$ cat config.mk
export PLATFORM = sky130hd
export DESIGN_NAME = dmem_arbiter
export DESIGN_NICKNAME = d
export VERILOG_FILES = /design/src/hdl/lsu_cfg_pkg.sv /design/src/hdl/dmem_arbiter.sv
export SDC_FILE = /design/constraint.sdc
export NUM_CORES = 1
export LEC_CHECK = 0
export BUFFER_PORTS_ARGS = -buffer_cell sky130_fd_sc_hd__buf_4
export CAP_MARGIN = 20
export CORE_AREA = 10 10 88 90
export CTS_BUF_LIST = sky130_fd_sc_hd__clkbuf_4
export CTS_CLUSTER_DIAMETER = 30
export CTS_CLUSTER_SIZE = 20
export DETAILED_ROUTE_END_ITERATION = 8
export DIE_AREA = 0 0 98 100
export HOLD_SLACK_MARGIN = 0.12
export PLACE_DENSITY = 0.81
export SYNTH_ARGS = -nofsm -noshare
export SYNTH_HDL_FRONTEND = slang
export SYNTH_SLANG_ARGS = --single-unit
$ cat constraint.sdc
create_clock -name i_clk -period 1.8 [get_ports i_clk]
set_input_delay 0.27 -clock i_clk [delete_from_list [all_inputs] [get_ports i_clk]]
set_output_delay 0.27 -clock i_clk [all_outputs]
set_load 0.005 [all_outputs]
$ cat src/hdl/lsu_cfg_pkg.sv
package lsu_cfg_pkg;

  // ------------------------------------------------------------
  // Datapath and memory geometry
  // ------------------------------------------------------------
  localparam int XLEN_W     = 64;
  localparam int ADDR_W     = 16;
  localparam int DMEM_WORDS = 256;
  localparam int DMEM_IDX_W = 8;   // log2 of DMEM_WORDS
  localparam int TAG_W      = 6;
  localparam int BYTE_LANES = 8;

  // ------------------------------------------------------------
  // Vector types
  // ------------------------------------------------------------
  typedef logic [XLEN_W-1:0]     xdata_t;
  typedef logic [ADDR_W-1:0]     addr_t;
  typedef logic [DMEM_IDX_W-1:0] dmem_idx_t;
  typedef logic [BYTE_LANES-1:0] byte_mask_t;  // One bit per byte
  typedef logic [TAG_W-1:0]      rd_tag_t;

endpackage

$ cat src/hdl/dmem_arbiter.sv
module dmem_arbiter
  import lsu_cfg_pkg::*;
(
  input  logic       i_clk,
  input  logic       i_reset_n,
  input  logic       i_req0,
  input  logic       i_we0,
  input  dmem_idx_t  i_idx0,
  input  byte_mask_t i_mask0,
  input  xdata_t     i_wdata0,
  input  logic       i_req1,
  input  logic       i_we1,
  input  dmem_idx_t  i_idx1,
  input  byte_mask_t i_mask1,
  input  xdata_t     i_wdata1,
  output logic       o_gnt0,
  output logic       o_gnt1,
  output logic       o_we,
  output dmem_idx_t  o_idx,
  output byte_mask_t o_mask,
  output xdata_t     o_wdata
);

  logic r_last_win;  // Pipe that won the last contest
  logic w_contest;

  assign w_contest = i_req0 & i_req1;

  assign o_gnt0 = i_req0 & (~i_req1 | r_last_win);
  assign o_gnt1 = i_req1 & (~i_req0 | ~r_last_win);

  // Winner's request goes to the memory
  assign o_we    = (o_gnt0 & i_we0) | (o_gnt1 & i_we1);
  assign o_idx   = o_gnt1 ? i_idx1   : i_idx0;
  assign o_mask  = o_gnt1 ? i_mask1  : i_mask0;
  assign o_wdata = o_gnt1 ? i_wdata1 : i_wdata0;

  always_ff @(posedge i_clk, negedge i_reset_n) begin
    if (!i_reset_n) begin
      r_last_win <= 1'b1;  // Pipe 0 takes the first contest
    end else if (w_contest) begin
      r_last_win <= ~r_last_win;
    end
  end

endmodule

Yosys cells after proc, flatten, opt, wreduce, memory -nomap -nowiden
Cells that the tools add are included.

Mux-type cells: 3. Bitwise logic cells: 11.

Operators by type and width (number): $mux W64 (1); $mux W8 (2); $and A1 B1 Y1 (5); $not A1 Y1 (3); $or A1 B1 Y1 (3).

Bits in registers: 1. Bits of input ports: 166. Output and inout port bits: 83. Word-level logic and storage cells: 15.

Longest topological paths before layout
Gate-level depths: netlist of run 1.

Word-level depth: 5. Gate-level depth with buffers: 4. Depth with buffers taken out: 2.

Worst setup path before layout of run 1
OpenSTA, ideal clock, no wires.

Path kind: reg-to-output. Start point: register r_last_win. End point: output o_idx[0]. Data arrival time: 1.187 ns. Data required time: 1.530 ns. Path slack: 0.343 ns. Cell stages (with the launch flop): 5. Buffers on the path: 2. Path through: dfstp_2 a21boi_2 buf_12 buf_12 mux2_4.

Word-level cells in the longest chain between the ends: 4.

RTL lines: from (decl) (line dmem_arbiter.sv:24) `logic r_last_win;`; from (signal assigned) (line dmem_arbiter.sv:42) `r_last_win <= ~r_last_win;`; $not A1 Y1 (line dmem_arbiter.sv:30) `assign o_gnt1 = i_req1 & (~i_req0 | ~r_last_win);`; $or A1 B1 Y1 (line dmem_arbiter.sv:30); $and A1 B1 Y1 (line dmem_arbiter.sv:30); $mux W8 (line dmem_arbiter.sv:34) `assign o_idx = o_gnt1 ? i_idx1 : i_idx0;`; to (decl) (line dmem_arbiter.sv:19) `output dmem_idx_t o_idx,`.

No other way between the ends.

Worst setup path after layout of run 1
Start point: input i_req0. End point: output o_mask[7].

Word-level cells in the longest chain between the ends: 4.

RTL lines: from (decl) (line dmem_arbiter.sv:6) `input logic i_req0,`; $not A1 Y1 (line dmem_arbiter.sv:30); $or A1 B1 Y1 (line dmem_arbiter.sv:30); $and A1 B1 Y1 (line dmem_arbiter.sv:30); $mux W8 (line dmem_arbiter.sv:35) `assign o_mask = o_gnt1 ? i_mask1 : i_mask0;`; to (decl) (line dmem_arbiter.sv:20) `output byte_mask_t o_mask,`.

No other way between the ends.

==> impl_metrics.py, run 1 <==
metrics = {
    "run_status": {
        "outcome": "completed",
    },
    "floorplanning": {
        "start_util_pct": 23.61,
        "die_w_um": 98,
        "io_pins": 249,
        "core.rowCount": 29,
        "core-area_mm2": 0.006132,
        "fp.dieH_um": 100,
        "die-area_mm2": 0.009800,
    },
    "critical_path": {
        "path_buf_inv": 3,
        "critPathMaxFanout": 38,
        "critPathKind": "in2out",
        "max_stage_delay_ps": 370,
        "path_delay_family": "buffers and inverters",
        "start_kind": "primary input",
        "cp_common_cell": "buf_4",
        "crit_path_end_kind": "primary output",
        "crit_path_cell_trace": "buf_4 > a21boi_4 > buf_12 > mux2_2 > buf_4",
        "worstPathArrival_ps": 1450,
        "slowest_stage": "mux2_2",
        "required_ps": 1530,
    },
    "sta": {
        "rsz0062_at_grt": "no",
        "worstMarginPinSlew_ps": 290.4,
        "final.min_clock_period_ps": 1717,
        "clock_skew_ps": 0,
        "final_max_slew_viol_count": 0,
        "max_clock_freq_mhz": 582.4,
        "fin_tns_setup_ps": 0,
        "period_share_pct": 95.38,
        "setup_viol": 0,
        "relSlewSlack_pct": 80.64,
        "hold_viol_final": 0,
    },
    "finish": {
        "top_register": "r_last_win",
        "top_regs": "r_last_win (1)",
        "final_cells": 415,
        "diodes": 0,
        "drive_gt1_share_pct": 98.52,
        "syn_to_final_growth_pct": 126.6,
        "largest_reg_flops": 1,
        "nets": 506,
        "fill_cells": 539,
    },
    "routing": {
        "ant_nets": 0,
        "wl_met2_um": 4398,
        "wl_um": 7719,
        "wirelength_met1_um": 2268,
        "dr.pass1.iters": 2,
        "wl_met3_um": 1020,
        "drc": 0,
        "wl_per_cell_um": 18.60,
        "via_count": 1784,
        "vias_per_cell": 4.299,
        "drt_iter0_drc": 20,
        "top_layer": "met4",
    },
    "place": {
        "place_hpwl_um": 7167,
        "dp_cells": 415,
        "io_buffers": 248,
        "place.gp.congestion": 0.7893,
    },
    "global_route": {
        "grt_antenna_before_repair": 0,
        "grt_overflow_total": 0,
        "first_global_vias": 2069,
        "grt_pass1_wl_um": 11040,
        "grt.total_usage_pct": 13.48,
        "grt_max_degree": 39,
    },
    "synth": {
        "ys_ff_latch": 1,
        "syn_nets": 262,
        "synth_area_mm2": 0.001448,
        "yosysSeqAreaShare_pct": 1.815,
        "syn_inst": 96,
        "synthDistinctLibCells": 10,
        "ys_warn_count": 0,
        "synth_area_per_cell_um2": 15.08,
    },
    "power": {
        "total_leakage_power_nw": 1.867,
        "power.density_mw_per_mm2": 472.7,
        "max-vdd-ir-drop_uv": 510.7,
    },
    "cts": {
        "cts_setup_buffers": 0,
        "cts_resized": 0,
        "path_clk_slew_ps": 0,
        "cts_hold_buffers": 0,
        "clock_latency_ps": 0,
    },
    "worst_hold_path": {
        "hp-class": "in2async",
    },
    "flow_run": {
        "drv_cap": 0,
    },
}
-- power breakdown --
group	internal, mW	total [mW]	switching [mW]
Sequential	0.0436	0.0602	0.0166
Clock	0	0	0
Combinational	1.02	1.49	0.468
Total	1.07	1.55	0.484
-- metrics by stage --
step	total power, mW	hold slack [ps]	setup WS [ps]	cell area, µm²	util, %
after floorplan	0.9135	122.2	343.0	1448	-
after global placement	1.548	204.1	83.22	3281	53.50
after detailed placement	1.573	204.7	61.30	3281	53.50
after CTS	1.577	204.7	60.85	3281	53.50
after global routing	1.649	206.3	13.43	3281	53.50
final	1.551	203.8	83.10	3281	53.50
-- cell usage after synthesis --
master / count / area [µm²]
a32o_1: 1 / 10.01
xnor2_1: 1 / 8.760
dfstp_2: 1 / 26.28
and2_1: 1 / 6.260
buf_12: 9 / 180.2
or2b_1: 1 / 7.510
nand2_1: 1 / 3.750
mux2_4: 78 / 1171
mux2_2: 2 / 22.52
a21boi_2: 1 / 11.26
-- final cells by class --
| class | count | area, µm² | share of cell area [%] |
|---|---|---|---|
| Tap cell | 77 | 96.34 | 2.937 |
| Sequential cell | 1 | 26.28 | 0.8009 |
| Multi-Input combinational cell | 86 | 1249 | 38.06 |
| Timing Repair Buffer | 251 | 1909 | 58.20 |
-- kinds of logic (layout without fill, tap and decap cells) --
| logic type | Yosys count | in the layout | share of synthesized area [%] |
|---|---|---|---|
| and+or+nand+nor | 3 | 3 | 1.210 |
| DFF | 1 | 1 | 1.815 |
| xor gates and xnor gates | 1 | 1 | 0.6051 |
| muxes | 80 | 80 | 82.45 |
| buffers and inverters | 9 | 251 | 12.45 |
| AOI/OAI and AO/OA | 2 | 2 | 1.469 |
-- worst paths after layout --
kind	end	slack, ps	cells past startpoint	from
min	r_last_win$_DFFE_PN1P_	200	1	i_reset_n
min reg2reg	r_last_win$_DFFE_PN1P_	520	1	r_last_win$_DFFE_PN1P_
max	o_mask[7]	80	5	i_req0
min in group i_clk	r_last_win$_DFFE_PN1P_	520	1	r_last_win$_DFFE_PN1P_
max in group asynchronous	r_last_win$_DFFE_PN1P_	1580	1	i_reset_n
max reg2reg	r_last_win$_DFFE_PN1P_	1030	1	r_last_win$_DFFE_PN1P_
-- routing by layer --
metal  GRT usage [%]  vias to the layer above
li1                -                      847
met1           11.61                      810
met2           27.92                      125
met3           7.005                        2
met4          0.4474                        0
met5               0                        -
-- placed cells by master, fill, tap and decap left out --
cell,n
a21boi_4,1
a32o_1,1
and2_1,1
buf_12,2
buf_4,249
dfstp_2,1
mux2_2,2
mux2_4,78
nand2_1,1
or2b_1,1
xnor2_1,1
No activity file was read; power rests on OpenSTA's default activity.
==> inputs of run 2 (changes only) <==
--- a/config.mk
+++ b/config.mk
@@ -7,14 +7,14 @@
 export LEC_CHECK = 0
 export BUFFER_PORTS_ARGS = -buffer_cell sky130_fd_sc_hd__buf_4
 export CAP_MARGIN = 20
-export CORE_AREA = 10 10 88 90
+export CORE_AREA = 2 2 97 99
 export CTS_BUF_LIST = sky130_fd_sc_hd__clkbuf_4
 export CTS_CLUSTER_DIAMETER = 30
 export CTS_CLUSTER_SIZE = 20
 export DETAILED_ROUTE_END_ITERATION = 8
-export DIE_AREA = 0 0 98 100
+export DIE_AREA = 0 0 99 101
 export HOLD_SLACK_MARGIN = 0.12
-export PLACE_DENSITY = 0.81
+export PLACE_DENSITY = 0.61
 export SYNTH_ARGS = -nofsm -noshare
 export SYNTH_HDL_FRONTEND = slang
 export SYNTH_SLANG_ARGS = --single-unit
==> run 2 against run 1 <==
Register-to-register slack barely moved. First-iteration DRC count fell by 45%. Die area rose by 2.0%. Utilization fell by 15 points. Critical path type unchanged. Total power rose by 3.7%. Final cell count rose by 10%. Final area rose by 4.1%. Sequential share of layout area barely moved. Critical path depth did not move. Clock skew did not move. Fmax barely moved. Sequential power rose by 1%.
==> impl_metrics.py, run 2 (same netlist as run 1, synthesis figures left out) <==
metrics = {
    "floorplanning": {
        "io_pins": 249,
        "die-area_mm2": 0.009999,
        "fp.dieH_um": 101,
        "core-area_mm2": 0.008977,
        "die_w_um": 99,
        "core.rowCount": 35,
        "start_util_pct": 16.13,
    },
    "critical_path": {
        "cp-endpoint": "o_wdata[63]",
        "cp_num_cells": 5,
        "crit_start": "i_req0",
        "critPathKind": "in2out",
        "start_kind": "primary input",
        "path_buf_inv": 3,
        "required_ps": 1530,
        "cp_common_cell": "buf_4",
        "path_delay_family": "buffers and inverters",
        "crit_path_cell_trace": "buf_4 > a21boi_4 > buf_12 > mux2_2 > buf_4",
        "reg2regPathDepth": 1,
        "max_stage_delay_ps": 380,
        "r2r-end": "r_last_win$_DFFE_PN1P_",
        "slowest_stage": "mux2_2",
        "rr_startpoint": "r_last_win$_DFFE_PN1P_",
        "rrSetupSlack_ps": 1040,
        "critPathMaxFanout": 37,
        "crit_path_end_kind": "primary output",
        "worstPathArrival_ps": 1450,
    },
    "sta": {
        "worstMarginPinSlew_ps": 269.8,
        "period_share_pct": 95.33,
        "fin_tns_setup_ps": 0,
        "hold_viol_final": 0,
        "rsz0062_at_grt": "no",
        "setup_viol": 0,
        "max_clock_freq_mhz": 582.7,
        "clock_skew_ps": 0,
        "relSlewSlack_pct": 82.01,
        "final.min_clock_period_ps": 1716,
        "final_max_slew_viol_count": 0,
    },
    "routing": {
        "wl_um": 5758,
        "drc": 0,
        "dr.pass1.iters": 3,
        "vias_per_cell": 3.838,
        "drt_iter0_drc": 11,
        "via_count": 1758,
        "ant_nets": 0,
        "wl_per_cell_um": 12.57,
    },
    "finish": {
        "nets": 515,
        "largest_reg_flops": 1,
        "drive_gt1_share_pct": 98.56,
        "fill_cells": 875,
        "top_register": "r_last_win",
        "multiInputGateArea_mm2": 0.001249,
        "top_regs": "r_last_win (1)",
        "layout_commonest_cell": "buf_4",
        "syn_to_final_growth_pct": 136.0,
        "diodes": 0,
        "finish.utilization_pct": 38.05,
        "layout_common_cells": "buf_4, mux2_4, buf_12",
        "sequential_cell_area_um2": 26.28,
    },
    "power": {
        "max-vdd-ir-drop_uv": 353.2,
        "power.total_mw": 1.608,
        "total_leakage_power_nw": 1.920,
        "power.density_mw_per_mm2": 470.7,
    },
    "cts": {
        "path_clk_slew_ps": 0,
        "cts_setup_buffers": 0,
        "cts_resized": 0,
        "cts_hold_buffers": 0,
        "clock_latency_ps": 0,
    },
    "global_route": {
        "met3_usage_pct": 1.248,
        "grt_pass1_wl_um": 7810,
        "grt.met1_usage_pct": 10.43,
        "grt.total_usage_pct": 9.184,
        "grt_antenna_before_repair": 0,
        "busiest_layer": "met2",
        "use_met2_pct": 19.02,
        "grt_max_degree": 38,
        "grt_overflow_total": 0,
        "first_global_vias": 1746,
    },
    "place": {
        "io_buffers": 248,
        "place.gp.congestion": 0.7551,
    },
    "worst_hold_path": {
        "hp-class": "in2async",
    },
    "flow_run": {
        "drv_cap": 0,
    },
    "run_status": {
        "outcome": "completed",
    },
}
## run 2: final cells by class
type | count | area share [%]
Multi-Input combinational cell | 86 | 36.56
Tap cell | 111 | 4.066
Sequential cell | 1 | 0.7692
Timing Repair Buffer | 260 | 58.61
## run 2: worst min path at each step
stage	startpoint	endpoint	slack, ps	depth (start not counted)
after floorplan	i_reset_n	r_last_win$_DFFE_PN1P_	120	0
after global placement	i_reset_n	r_last_win$_DFFE_PN1P_	200	1
after detailed placement	i_reset_n	r_last_win$_DFFE_PN1P_	210	1
after CTS	i_reset_n	r_last_win$_DFFE_PN1P_	210	1
after global routing	i_reset_n	r_last_win$_DFFE_PN1P_	210	1
final	i_reset_n	r_last_win$_DFFE_PN1P_	210	1
## run 2: power breakdown
part	total, mW	switching, mW	leakage (nW)	internal [mW]
Combinational	1.55	0.463	1.91	1.08
Sequential	0.0610	0.0174	0.0105	0.0436
Clock	0	0	0	0
Total	1.61	0.480	1.92	1.13
## run 2: per-layer routing
metal | up-vias | wire [µm]
met5 | - | 0
met4 | 0 | 0
met3 | 0 | 550
met2 | 113 | 3223
met1 | 780 | 1984
li1 | 865 | -
## run 2: through the flow
step / setup WS, ps / hold slack (ps) / instances / cell area, µm²
6_report: 83.98 / 206.2 / 458 / 3416
5_1_grt: 40.80 / 209.7 / 458 / 3416
4_1_cts: 86.46 / 208.6 / 458 / 3416
3_5_place_dp: 87.35 / 208.6 / 458 / 3416
3_3_place_gp: 105.7 / 203.2 / 458 / 3416
2_1_floorplan: 343.0 / 122.2 / 96 / 1448
