--- config.mk ---
export PLATFORM = sky130hd
export DESIGN_NAME = lsu_pipe
export DESIGN_NICKNAME = d
export VERILOG_FILES = /design/src/hdl/lsu_cfg_pkg.sv /design/src/hdl/lsu_op_pkg.sv /design/src/hdl/lsu_load_align.sv /design/src/hdl/lsu_pipe.sv
export SDC_FILE = /design/constraint.sdc
export NUM_CORES = 1
export LEC_CHECK = 0
export BUFFER_PORTS_ARGS = -buffer_cell sky130_fd_sc_hd__buf_2
export CORE_UTILIZATION = 49
export CTS_BUF_LIST = sky130_fd_sc_hd__clkbuf_16
export DETAILED_ROUTE_END_ITERATION = 6
export GPL_ROUTABILITY_DRIVEN = 0
export GPL_TIMING_DRIVEN = 0
export PLACE_DENSITY = 0.79
export SLEW_MARGIN = 20
export SYNTH_ARGS = -nofsm -noshare
export SYNTH_HDL_FRONTEND = slang
export SYNTH_SLANG_ARGS = --single-unit
--- constraint.sdc ---
create_clock -name i_clk -period 3.2 [get_ports i_clk]
set_input_delay 0.32 -clock i_clk [delete_from_list [all_inputs] [get_ports i_clk]]
set_output_delay 0.32 -clock i_clk [all_outputs]
set_load 0.05 [all_outputs]
--- src/hdl/lsu_cfg_pkg.sv ---
package lsu_cfg_pkg;

  // ------------------------------------------------------------
  // Datapath and memory geometry
  // ------------------------------------------------------------
  localparam int XLEN_W     = 64;
  localparam int ADDR_W     = 16;
  localparam int DMEM_WORDS = 256;
  localparam int DMEM_IDX_W = 8;   // log2 of DMEM_WORDS
  localparam int TAG_W      = 6;
  localparam int BYTE_LANES = 8;

  // ------------------------------------------------------------
  // Vector types
  // ------------------------------------------------------------
  typedef logic [XLEN_W-1:0]     xdata_t;
  typedef logic [ADDR_W-1:0]     addr_t;
  typedef logic [DMEM_IDX_W-1:0] dmem_idx_t;
  typedef logic [BYTE_LANES-1:0] byte_mask_t;  // One bit per byte
  typedef logic [TAG_W-1:0]      rd_tag_t;

endpackage

--- src/hdl/lsu_op_pkg.sv ---
package lsu_op_pkg;

  // Immediate and operation id widths
  localparam int IMM_W   = 12;
  localparam int OP_ID_W = 4;

  typedef enum logic [1:0] {
    SIZE_B  = 2'd0,
    SIZE_H  = 2'd1,
    SIZE_W  = 2'd2,
    SIZE_DW = 2'd3
  } size_e;

  typedef enum logic {
    SIGN_S = 1'b0,
    SIGN_U = 1'b1
  } sign_e;

  // Hazard returned with each completion
  typedef enum logic [1:0] {
    HAZ_NONE     = 2'd0,
    HAZ_MISALIGN = 2'd1,
    HAZ_CONFLICT = 2'd2   // Lost the memory port, replay
  } hazard_e;

endpackage

--- src/hdl/lsu_load_align.sv ---
module lsu_load_align
  import lsu_cfg_pkg::*;
  import lsu_op_pkg::*;
(
  input  xdata_t     i_rdata,
  input  logic [2:0] i_offset,
  input  size_e      i_size,
  input  sign_e      i_sign,
  output xdata_t     o_data
);

  xdata_t w_shifted;
  logic   w_ext;

  assign w_shifted = i_rdata >> {i_offset, 3'b000};

  always_comb begin
    w_ext = 1'b0;
    case (i_size)
      SIZE_B: begin
        w_ext  = (i_sign == SIGN_S) & w_shifted[7];
        o_data = {{(XLEN_W-8){w_ext}}, w_shifted[7:0]};
      end
      SIZE_H: begin
        w_ext  = (i_sign == SIGN_S) & w_shifted[15];
        o_data = {{(XLEN_W-16){w_ext}}, w_shifted[15:0]};
      end
      SIZE_W: begin
        w_ext  = (i_sign == SIGN_S) & w_shifted[31];
        o_data = {{(XLEN_W-32){w_ext}}, w_shifted[31:0]};
      end
      default: begin
        o_data = w_shifted;  // Full doubleword
      end
    endcase
  end

endmodule

--- src/hdl/lsu_pipe.sv ---
module lsu_pipe
  import lsu_cfg_pkg::*;
  import lsu_op_pkg::*;
(
  input  logic               i_clk,
  input  logic               i_reset_n,
  input  logic               i_issue_valid,
  input  logic               i_issue_is_store,
  input  size_e              i_issue_size,
  input  sign_e              i_issue_sign,
  input  xdata_t             i_issue_base,
  input  logic [IMM_W-1:0]   i_issue_imm,
  input  xdata_t             i_issue_st_data,
  input  rd_tag_t            i_issue_rd,
  input  logic [OP_ID_W-1:0] i_issue_id,
  input  logic               i_mem_gnt,
  input  xdata_t             i_mem_rdata,
  output logic               o_mem_req,
  output logic               o_mem_we,
  output dmem_idx_t          o_mem_idx,
  output byte_mask_t         o_mem_mask,
  output xdata_t             o_mem_wdata,
  output logic               o_done,
  output logic [OP_ID_W-1:0] o_done_id,
  output hazard_e            o_done_hazard,
  output logic               o_wb_valid,
  output rd_tag_t            o_wb_rd,
  output xdata_t             o_wb_data
);

  // ------------------------------------------------------------
  // Stage registers
  // ------------------------------------------------------------
  logic               r_ex0_valid, r_ex1_valid, r_ex2_valid, r_ex3_wb_valid;
  logic               r_ex0_is_store, r_ex1_is_store, r_ex2_is_store;
  size_e              r_ex0_size, r_ex1_size, r_ex2_size;
  sign_e              r_ex0_sign, r_ex1_sign, r_ex2_sign;
  xdata_t             r_ex0_base, r_ex1_base;
  logic [IMM_W-1:0]   r_ex0_imm;
  addr_t              r_ex1_imm;
  xdata_t             r_ex0_st_data, r_ex1_st_data;
  rd_tag_t            r_ex0_rd, r_ex1_rd, r_ex2_rd, r_ex3_rd;
  logic [OP_ID_W-1:0] r_ex0_id, r_ex1_id, r_ex2_id;
  logic [2:0]         r_ex2_offset;
  hazard_e            r_ex2_hazard;
  xdata_t             r_ex3_data;

  addr_t      w_ex0_imm_ext;
  addr_t      w_ex1_addr;
  logic [2:0] w_ex1_offset;
  logic       w_ex1_misalign;
  byte_mask_t w_ex1_mask;
  hazard_e    w_ex1_hazard;
  xdata_t     w_ex2_ld_data;

  assign w_ex0_imm_ext = {{(ADDR_W-IMM_W){r_ex0_imm[IMM_W-1]}}, r_ex0_imm};

  // ------------------------------------------------------------
  // EX1 address, alignment and memory request
  // ------------------------------------------------------------
  assign w_ex1_addr   = r_ex1_base[ADDR_W-1:0] + r_ex1_imm;
  assign w_ex1_offset = w_ex1_addr[2:0];

  always_comb begin
    case (r_ex1_size)
      SIZE_B: begin
        w_ex1_misalign = 1'b0;
        w_ex1_mask     = byte_mask_t'(8'h01) << w_ex1_offset;
      end
      SIZE_H: begin
        w_ex1_misalign = w_ex1_offset[0];
        w_ex1_mask     = byte_mask_t'(8'h03) << w_ex1_offset;
      end
      SIZE_W: begin
        w_ex1_misalign = |w_ex1_offset[1:0];
        w_ex1_mask     = byte_mask_t'(8'h0f) << w_ex1_offset;
      end
      default: begin
        w_ex1_misalign = |w_ex1_offset;
        w_ex1_mask     = '1;
      end
    endcase
  end

  assign o_mem_req   = r_ex1_valid & ~w_ex1_misalign;
  assign o_mem_we    = r_ex1_is_store;
  assign o_mem_idx   = w_ex1_addr[DMEM_IDX_W+2:3];
  assign o_mem_mask  = w_ex1_mask;
  assign o_mem_wdata = r_ex1_st_data << {w_ex1_offset, 3'b000};  // Into the lanes

  assign w_ex1_hazard = w_ex1_misalign ? HAZ_MISALIGN :
                        ~i_mem_gnt     ? HAZ_CONFLICT : HAZ_NONE;

  // Control state
  always_ff @(posedge i_clk, negedge i_reset_n) begin
    if (!i_reset_n) begin
      r_ex0_valid    <= 1'b0;
      r_ex1_valid    <= 1'b0;
      r_ex2_valid    <= 1'b0;
      r_ex2_hazard   <= HAZ_NONE;
      r_ex3_wb_valid <= 1'b0;
    end else begin
      r_ex0_valid    <= i_issue_valid;
      r_ex1_valid    <= r_ex0_valid;
      r_ex2_valid    <= r_ex1_valid;
      r_ex2_hazard   <= w_ex1_hazard;
      r_ex3_wb_valid <= r_ex2_valid & ~r_ex2_is_store &
                        (r_ex2_hazard == HAZ_NONE) & (r_ex2_rd != '0);
    end
  end

  // Payload
  always_ff @(posedge i_clk) begin
    r_ex0_is_store <= i_issue_is_store;
    r_ex0_size     <= i_issue_size;
    r_ex0_sign     <= i_issue_sign;
    r_ex0_base     <= i_issue_base;
    r_ex0_imm      <= i_issue_imm;
    r_ex0_st_data  <= i_issue_st_data;
    r_ex0_rd       <= i_issue_rd;
    r_ex0_id       <= i_issue_id;

    r_ex1_is_store <= r_ex0_is_store;
    r_ex1_size     <= r_ex0_size;
    r_ex1_sign     <= r_ex0_sign;
    r_ex1_base     <= r_ex0_base;
    r_ex1_imm      <= w_ex0_imm_ext;
    r_ex1_st_data  <= r_ex0_st_data;
    r_ex1_rd       <= r_ex0_rd;
    r_ex1_id       <= r_ex0_id;

    r_ex2_is_store <= r_ex1_is_store;
    r_ex2_size     <= r_ex1_size;
    r_ex2_sign     <= r_ex1_sign;
    r_ex2_offset   <= w_ex1_offset;
    r_ex2_rd       <= r_ex1_rd;
    r_ex2_id       <= r_ex1_id;

    r_ex3_rd       <= r_ex2_rd;
    r_ex3_data     <= w_ex2_ld_data;
  end

  // ------------------------------------------------------------
  // EX2 completion, EX3 writeback
  // ------------------------------------------------------------
  lsu_load_align u_load_align (
    .i_rdata  (i_mem_rdata),
    .i_offset (r_ex2_offset),
    .i_size   (r_ex2_size),
    .i_sign   (r_ex2_sign),
    .o_data   (w_ex2_ld_data)
  );

  assign o_done        = r_ex2_valid;
  assign o_done_id     = r_ex2_id;
  assign o_done_hazard = r_ex2_hazard;

  assign o_wb_valid = r_ex3_wb_valid;
  assign o_wb_rd    = r_ex3_rd;
  assign o_wb_data  = r_ex3_data;

endmodule

# After elaboration in Yosys (flattened, before gate mapping)
# Index checks and enable logic that the tools add are counted.
[totals] reg_bits=293 in_bits=222 out_inout_bits=160 word_cells=60
[op_classes] addsub=1 n_eq_ne=4 n_shift=5 muxes=5 bitwise_logic=10 n_reduce_logical=6
[ops] cell="one-hot mux 64 bit (3 select lines)" n=1
[ops] cell="<< shifter 64 x 6 -> 64 bit" n=1
[ops] cell=">> shifter 64 x 6 -> 64 bit" n=1
[ops] cell="one-hot mux 8 bit (3 select lines)" n=1
[ops] cell="adder 11 bit" n=1
[ops] cell="<< shifter 1 x 3 -> 8 bit, first input constant" n=1
[ops] cell="<< shifter 2 x 3 -> 8 bit, first input constant" n=1
[ops] cell="<< shifter 4 x 3 -> 8 bit, first input constant" n=1
[ops] cell="bitwise AND 1 bit" n=7
[ops] cell="zero test 2 bit" n=3
[ops] cell="nonzero test 6 bit" n=1
[ops] cell="equality test 2 x 1 -> 1 bit, second input constant" n=2
[ops] cell="equality test 2 bit, second input constant" n=2
[ops] cell="2-to-1 mux 2 bit" n=2
[ops] cell="NOT 1 bit" n=3
[ops] cell="one-hot mux 1 bit (3 select lines)" n=1
[ops] cell="OR reduction 3 bit" n=1
[ops] cell="OR reduction 2 bit" n=1

# Logic depth before layout (Yosys ltp)
# Gate-level depths: netlist (run 1).
[depth] ltp_word=5 mapped_depth=10 ltp_nobuf=8

# Cells and area by module
# From an unflattened synthesis (run 1), not the netlist that was laid out.
[hier_totals] hier_cells=916 hier_area_um2=10644.0
[modules_own_cells] mod="lsu_pipe" n_inst=1 cells_per_inst=652 area_each_um2=8344.3 seq_area_each_um2=5895.7
[modules_own_cells] mod="lsu_load_align" n_inst=1 cells_per_inst=264 area_each_um2=2299.7 seq_area_each_um2=0.0

# Worst setup path after synthesis (run 1)
# No wires, ideal clock.
[synth_path] kind="register -> output" from="reg r_ex1_base[0]" to="out o_mem_wdata[32]" arrival_time_ns=3.085 required_ns=2.880 slack_ns=-0.205 path_stages_with_launch=8 n_path_buf=2 cell_sequence="dfxtp_1 -> ha_1 -> fa_1 -> xnor2_2 -> clkbuf_1 -> clkbuf_1 -> a31oi_1 -> o21ai_0"
[synth_via] elab_chain_cells=2
[synth_rtl] element="start: declaration" line_no="lsu_pipe.sv:38" text="xdata_t r_ex0_base, r_ex1_base;"
[synth_rtl] element="start signal: assignment" line_no="lsu_pipe.sv:126" text="r_ex1_base <= r_ex0_base;"
[synth_rtl] element="adder 11 bit" line_no="lsu_pipe.sv:61" text="assign w_ex1_addr = r_ex1_base[ADDR_W-1:0] + r_ex1_imm;"
[synth_rtl] element="<< shifter 64 x 6 -> 64 bit" line_no="lsu_pipe.sv:89" text="assign o_mem_wdata = r_ex1_st_data << {w_ex1_offset, 3'b000};"
[synth_rtl] element="end: declaration" line_no="lsu_pipe.sv:22" text="output xdata_t o_mem_wdata,"
# No other way between the ends.

# Worst setup path in the final report (run 1)
[layout_path] from="reg r_ex1_base[0]" to="out o_mem_wdata[59]"
# Same word-level chain as after synthesis.

==> flow_summary.yaml, run 1 <==
run_status:
  status: "complete, but fails checks"
  violations_in_the_final_reports: "setup timing"
power_and_ir_drop:
  finalPower_mw: 10.9
  clock_power_share_pct: 27.8
  vdd.ir_drop.worst_uv: 576
  total_switching_power_mw: 4.14
  power_switching_share_pct: 37.8
  power_density_nw_per_um2: 736
  intPower_mw: 6.81
  share_comb_of_total_power_pct: 34.7
  seq_power_share_pct: 37.5
  cellLeakagePower_nw: 7.05
sta:
  drv_slew: 0
  final_clock_period_utilization_by_the_worst_path_pct: 102
  final_critical_path_setup_slack_ns: -0.0656
  final.min_clock_period_ns: 3.27
  maxClockFrequency_mhz: 306
  pin_slew_with_the_least_headroom_to_its_limit_ns: 0.884
  totalNegativeSetupSlack_ns: -0.133
  final-setup-viol-count: 4
  final_hold_vio_count: 0
  holdWs_ns: 0.0699
  grt_setup_unrepaired: "yes"
  fin_worst_skew_ns: 0.00817
  max-slew-margin-rel_pct: 40.6
cts:
  cts.root.buffer_cell: "clkbuf_16"
  cts_buffers: 28
  worst_setup_hold_path_clk_slew_ns: 0.06
  tritoncts_num_sinks: 293
  cts_tree: "built"
  clockBufferDepth: 3
  htree_num_levels: 1
  insertion_delay_to_the_later_sink_of_the_worst_skew_pair_ns: 0.54
synthesis:
  yosys_register_bits: 293
  dominantRegCellSynth: "dfxtp_1"
  netlist_area_um2: 10500
  number_of_warnings_printed_during_yosys_synthesis: 0
  synth.avg_cell_area_um2: 10.6
  synthDistinctLibCells: 55
  yosys.cell_count.top_type: "dfxtp_1"
  synth.yosys.seq_area_share_pct: 56.3
  synth_async_sr_flop_share_pct: 2.05
  synth_cells: 987
  synth_area_leader_cell: "dfxtp_1"
  post_synth_main_area_contributors: "dfxtp_1, mux2i_1, mux4_2"
  netlist.area_leader.share_pct: 54.8
  synth_top_cells_by_count: "dfxtp_1, nand2_1, nor2_1, o21ai_0, mux2i_1"
  synth.net_count: 1223
  synth-edff-count: 0
die:
  die-area_um2: 22000
  coreArea_um2: 21000
  ios: 382
  rows: 53
  fp.dieW_um: 148
  die-height_um: 148
  initial_core_util_pct: 49.8
global_route:
  first_global_vias: 9697
  grt_overflow: 0
  overall_global_routing_usage_pct: 31.3
  global_route_wire_length_before_repair_um: 52600
  grt_antenna_before_repair: 2
  pin_count_of_the_biggest_net_entering_global_routing: 16
place:
  placed_area_um2: 12500
  dpl.hpwl_um: 22700
  port_buffers: 327
  placed_cells_incl_taps: 1590
  place_worst_setup_slack_ns: -0.276
final_layout:
  fillCellCount: 1426
  syn2layout_area_growth_pct: 42.0
  layout-drive-gt1-share_pct: 36.3
  final_non_filler_cells: 1754
  fin_util_pct: 70.7
  nets: 1692
  final_area_um2: 14900
routing:
  drt-total-wl_um: 36600
  detail-route-antenna-nets: 0
  drc: 0
  via_count: 9818
  detail_route.vias_per_cell: 5.60
  drt_iter0_markers: 875
  detail_route.first_pass.iterations: 6
  route.detailed.wl_per_inst_um: 20.9
setup_path:
  cp_max_fo: 10
  worst-endpoint-arrival_ns: 2.95
  worst-endpoint-required_ns: 2.88
  criticalPathCategory: "reg -> out"
  worst_r2r_path_depth: 6
  setup.worst_path.end_class: "output port"
  cp-start-kind: "flop"
run:
  drv.max_cap_violation_count: 0
min_path:
  worstHoldPathType: "in -> reg"
  whs_path_depth: 3
-- worst paths after layout --
check / from / to / slack [ns]
hold / removal: i_mem_rdata[59] / o_wb_data[59] / 0.07
setup / recovery: r_ex1_base[0] / o_mem_wdata[59] / -0.07
min in group asynchronous: i_reset_n / o_wb_valid / 0.14
max in group asynchronous: i_reset_n / o_done_hazard[0] / 2.92
hold reg to reg: r_ex0_base[2] / r_ex1_base[2] / 0.32
setup reg to reg: r_ex2_offset[0] / o_wb_data[9] / 0.85
-- layer usage --
layer,wire length (um),GRT usage [%]
met3,3970,7.82
met5,0,0
met1,12400,34.8
met4,2430,17.2
met2,17900,54.6
-- worst max-delay path, stage by stage (launching register included) --
cell and delay [ns]:
dfxtp_1 0.31, ha_2 0.20, fa_2 0.45, xnor2_4 0.23
buf_4 0.15, clkbuf_2 0.23, clkbuf_4 0.30, o211ai_1 0.13
o21ai_0 0.15, buf_4 0.27
-- sequential cells by signal (all words and copies together) (netlist names), 4 cells and up --
signal / flops
r_ex1_rd: 6
o_done_id: 4
r_ex2_rd: 6
o_wb_rd: 6
o_wb_data: 64
r_ex0_base: 11
r_ex0_rd: 6
r_ex0_id: 4
r_ex1_base: 11
r_ex1_imm: 11
r_ex0_st_data: 64
r_ex1_id: 4
r_ex0_imm: 11
r_ex1_st_data: 64
-- logic make-up after synthesis --
logic type               share of synthesized area (%)
adder cells (fa/ha/maj)                           1.74
AND/OR/NAND/NOR                                   11.3
multiplexers                                      14.2
flip-flops                                        56.3
buffers and inverters                             3.98
AO/OA/AOI/OAI                                     11.6
XOR/XNOR                                         0.908
-- repair_timing --
action,CTS,global route
endpoints found under the setup margin,75,62
pin swaps,2,8
cloned,0,0
setup buffers,6,3
endpoints found under the hold margin,108,0
hold buffers,103,0
gates resized for setup,86,95
-- power by group through the flow --
stage                     clock (mW)  combinational (mW)  sequential [mW]
after floorplan                    0                1.83             4.75
final                           3.04                3.80             4.11
after CTS                       3.05                3.56             4.09
after detailed placement           0                3.31             4.17
after global placement             0                3.29             4.16
after global routing            3.24                3.94             4.13
-- final cells by class --
cell class / count / area [um^2] / share of cell area (%)
Sequential cell: 293 / 5900 / 39.6
Multi-Input combinational cell: 612 / 4310 / 29.0
Timing Repair Buffer: 440 / 2950 / 19.8
Clock buffer: 29 / 726 / 4.88
Buffer: 71 / 484 / 3.26
Tap cell: 275 / 344 / 2.31
Clock inverter: 22 / 118 / 0.791
Inverter: 10 / 41.3 / 0.278
Antenna cell: 2 / 5.00 / 0.0337
-- placed cells by master (no fill, tap or decap), drive strengths merged, types with 23 or more instances in the layout --
cell type / Yosys / final
mux4: 23 / 23
dlygate4sd3: 0 / 103
nand2: 136 / 136
nor2: 76 / 76
buf: 40 / 371
mux2: 28 / 28
dfxtp: 287 / 287
clkbuf: 32 / 66
a21oi: 52 / 52
mux2i: 65 / 65
o21ai: 75 / 75
Note: power is estimated with default switching activity, not from simulation.
==> inputs of run 2 (changes only) <==
--- a/config.mk
+++ b/config.mk
@@ -12,7 +12,9 @@
 export GPL_ROUTABILITY_DRIVEN = 0
 export GPL_TIMING_DRIVEN = 0
 export PLACE_DENSITY = 0.79
+export SETUP_SLACK_MARGIN = 0.5
 export SLEW_MARGIN = 20
 export SYNTH_ARGS = -nofsm -noshare
 export SYNTH_HDL_FRONTEND = slang
+export SYNTH_HIERARCHICAL = 1
 export SYNTH_SLANG_ARGS = --single-unit
==> flow_summary.yaml, run 2 <==
die:
  coreArea_um2: 21200
  ios: 382
  initial_core_util_pct: 50.3
  fp.dieW_um: 149
  die-area_um2: 22300
  die-height_um: 149
  rows: 53
synthesis:
  number_of_warnings_printed_during_yosys_synthesis: 6
  yosys_register_bits: 293
  dominantRegCellSynth: "dfxtp_1"
  synth_area_leader_cell: "dfxtp_1"
  synth_async_sr_flop_share_pct: 2.05
  netlist_area_um2: 10600
  synth_top_cells_by_count: "dfxtp_1, mux2i_1, nand2_1, nor2_1"
  netlist.area_leader.share_pct: 54.0
  post_synth_main_area_contributors: "dfxtp_1, mux4_2, mux2i_1"
  synthDistinctLibCells: 59
  yosys.cell_count.top_type: "dfxtp_1"
  synth.yosys.seq_area_share_pct: 55.4
  synth-edff-count: 0
  synth.avg_cell_area_um2: 11.6
  synth_cells: 916
  synth.net_count: 1152
setup_path:
  cp_max_fo: 10
  critical-path-top-cell-by-count: "buf_6"
  criticalPathCategory: "reg -> out"
  worst-endpoint-arrival_ns: 3.05
  worst-endpoint-required_ns: 2.88
  cp-start-kind: "flop"
  crit_path_cell_trace: "ha_4, clkbuf_4, buf_12, buf_6, buf_2, nand3_1, o21ai_0, o21a_1, buf_6"
  setup.worst_path.end_class: "output port"
  timing.critical_path.slowest_cell_delay_ns: 0.37
  crit_slowest_cell: "buf_2"
  r2r_slack_ns: 1.01
sta:
  final-setup-viol-count: 13
  totalNegativeSetupSlack_ns: -0.872
  final_clock_period_utilization_by_the_worst_path_pct: 105
  drv_slew: 0
  final_hold_vio_count: 0
  holdWs_ns: 0.0478
  fin_worst_skew_ns: 0.0222
  max-slew-margin-rel_pct: 42.9
  final_critical_path_setup_slack_ns: -0.170
  grt_setup_unrepaired: "yes"
  pin_slew_with_the_least_headroom_to_its_limit_ns: 0.854
  maxClockFrequency_mhz: 297
  final.min_clock_period_ns: 3.37
cts:
  htree_num_levels: 1
  cts_buffers: 29
  cts_tree: "built"
  worst_setup_hold_path_clk_slew_ns: 0.07
  cts.root.buffer_cell: "clkbuf_16"
  tritoncts_num_sinks: 293
  insertion_delay_to_the_later_sink_of_the_worst_skew_pair_ns: 0.57
  clockBufferDepth: 3
final_layout:
  mostFrequentLayoutCell: "dfxtp_1"
  mostFrequentLayoutCells: "dfxtp_1, buf_2, dlygate4sd3_1"
  layout-drive-gt1-share_pct: 48.9
  nets: 1654
  fin_util_pct: 80.0
  fillCellCount: 1113
  syn2layout_area_growth_pct: 59.0
  final_non_filler_cells: 1720
place:
  port_buffers: 327
  dpl.hpwl_um: 22800
  placed_cells_incl_taps: 1518
routing:
  drt_iter0_markers: 1276
  detail-route-antenna-nets: 0
  route.detailed.wl_per_inst_um: 28.3
  drt-total-wl_um: 48700
  detail_route.vias_per_cell: 6.29
  via_count: 10800
  detail_route.first_pass.iterations: 6
  drc: 0
global_route:
  global_route_wire_length_before_repair_um: 62300
  grt_antenna_before_repair: 5
  overall_global_routing_usage_pct: 37.6
  first_global_vias: 10600
  grt_overflow: 0
  pin_count_of_the_biggest_net_entering_global_routing: 17
run_status:
  status: "complete, but fails checks"
  violations_in_the_final_reports: "setup timing"
power_and_ir_drop:
  power_density_nw_per_um2: 728
  vdd.ir_drop.worst_uv: 573
  finalPower_mw: 12.3
  cellLeakagePower_nw: 7.49
min_path:
  worstHoldPathType: "in -> reg"
run:
  drv.max_cap_violation_count: 0
[run 2: cell count changes after synthesis, sizes merged, moves of 20 or more]
cell | previous run | this run
a21oi | 52 | 32
nor2 | 76 | 54
nand4 | 0 | 26
o21ai | 75 | 45
buf | 40 | 60
nand2 | 136 | 67
[run 2: layout make-up]
class                           count  area, um^2  area share (%)
Inverter                            5        26.3           0.155
Buffer                             76         776            4.58
Clock buffer                       29         726            4.29
Antenna cell                        5        12.5          0.0739
Timing Repair Buffer              471        3760            22.2
Clock inverter                     24         193            1.14
Sequential cell                   293        5900            34.8
Tap cell                          275         344            2.03
Multi-Input combinational cell    542        5190            30.7
[run 2: per-layer routing]
layer | track usage, % | share of wire (%) | up-vias | wire (um)
li1 | - | - | 4304 | -
met1 | 42.4 | 32 | 5010 | 15600
met2 | 62.9 | 46 | 1106 | 22500
met3 | 9.88 | 12 | 397 | 5900
met4 | 24.3 | 9.7 | 2 | 4720
met5 | 0 | 0.027 | - | 13
[run 2: worst max-delay path: cells and delay by family (launching register included)]
family / cells / cell delay (ns)
simple gates: 1 / 0.16
fa+ha+maj: 1 / 0.29
buf+inv: 5 / 1.19
compound gates: 2 / 0.47
flops: 1 / 0.35
[run 2: path summary, 6_finish.rpt]
path / startpoint / end / cells past startpoint
worst max register to register: r_ex1_imm[0] / o_done_hazard[0] / 10
worst max-delay path: r_ex1_imm[0] / o_mem_wdata[32] / 9
max in group asynchronous: i_reset_n / r_ex1_valid / 2
worst min register to register: r_ex0_st_data[38] / r_ex1_st_data[38] / 0
worst min-delay path: i_mem_rdata[58] / o_wb_data[58] / 3
min in group asynchronous: i_reset_n / o_done_hazard[0] / 2
[run 2: repair_timing]
action	4_1_cts	5_1_grt
gates cloned	9	2
gates resized for setup	313	177
hold endpoints to repair	108	0
setup endpoints to repair	78	81
hold buffers	103	0
pin swaps	37	44
setup buffers	15	15
[run 2: per-stage QoR]
stage / instance area, um^2 / setup slack, ns
floorplan: 10800 / 0.328
global placement: 12700 / -0.272
detailed placement: 12700 / -0.321
CTS: 16000 / 0.158
global route: 16900 / -0.217
finish: 16900 / -0.170
[run 2: logic make-up (layout without fill, tap and decap cells)]
| kind of cell | after synthesis | in the layout | share of synthesized area [%] |
|---|---|---|---|
| compound gates | 158 | 158 | 10.1 |
| xor+xnor | 10 | 10 | 0.893 |
| fa+ha+maj | 14 | 14 | 1.72 |
| buf+inv | 81 | 605 | 4.54 |
| flops | 293 | 293 | 55.4 |
| mux | 131 | 131 | 16.9 |
| other cells | 0 | 5 | 0 |
| simple gates | 229 | 229 | 10.4 |
[run 2: report_power, final]
part / switching, mW / leakage, nW / internal (mW) / total, mW
Sequential: 0.162 / 2.49 / 3.98 / 4.14
Combinational: 3.07 / 4.56 / 1.77 / 4.84
Clock: 1.57 / 0.447 / 1.77 / 3.35
Total: 4.81 / 7.49 / 7.52 / 12.3
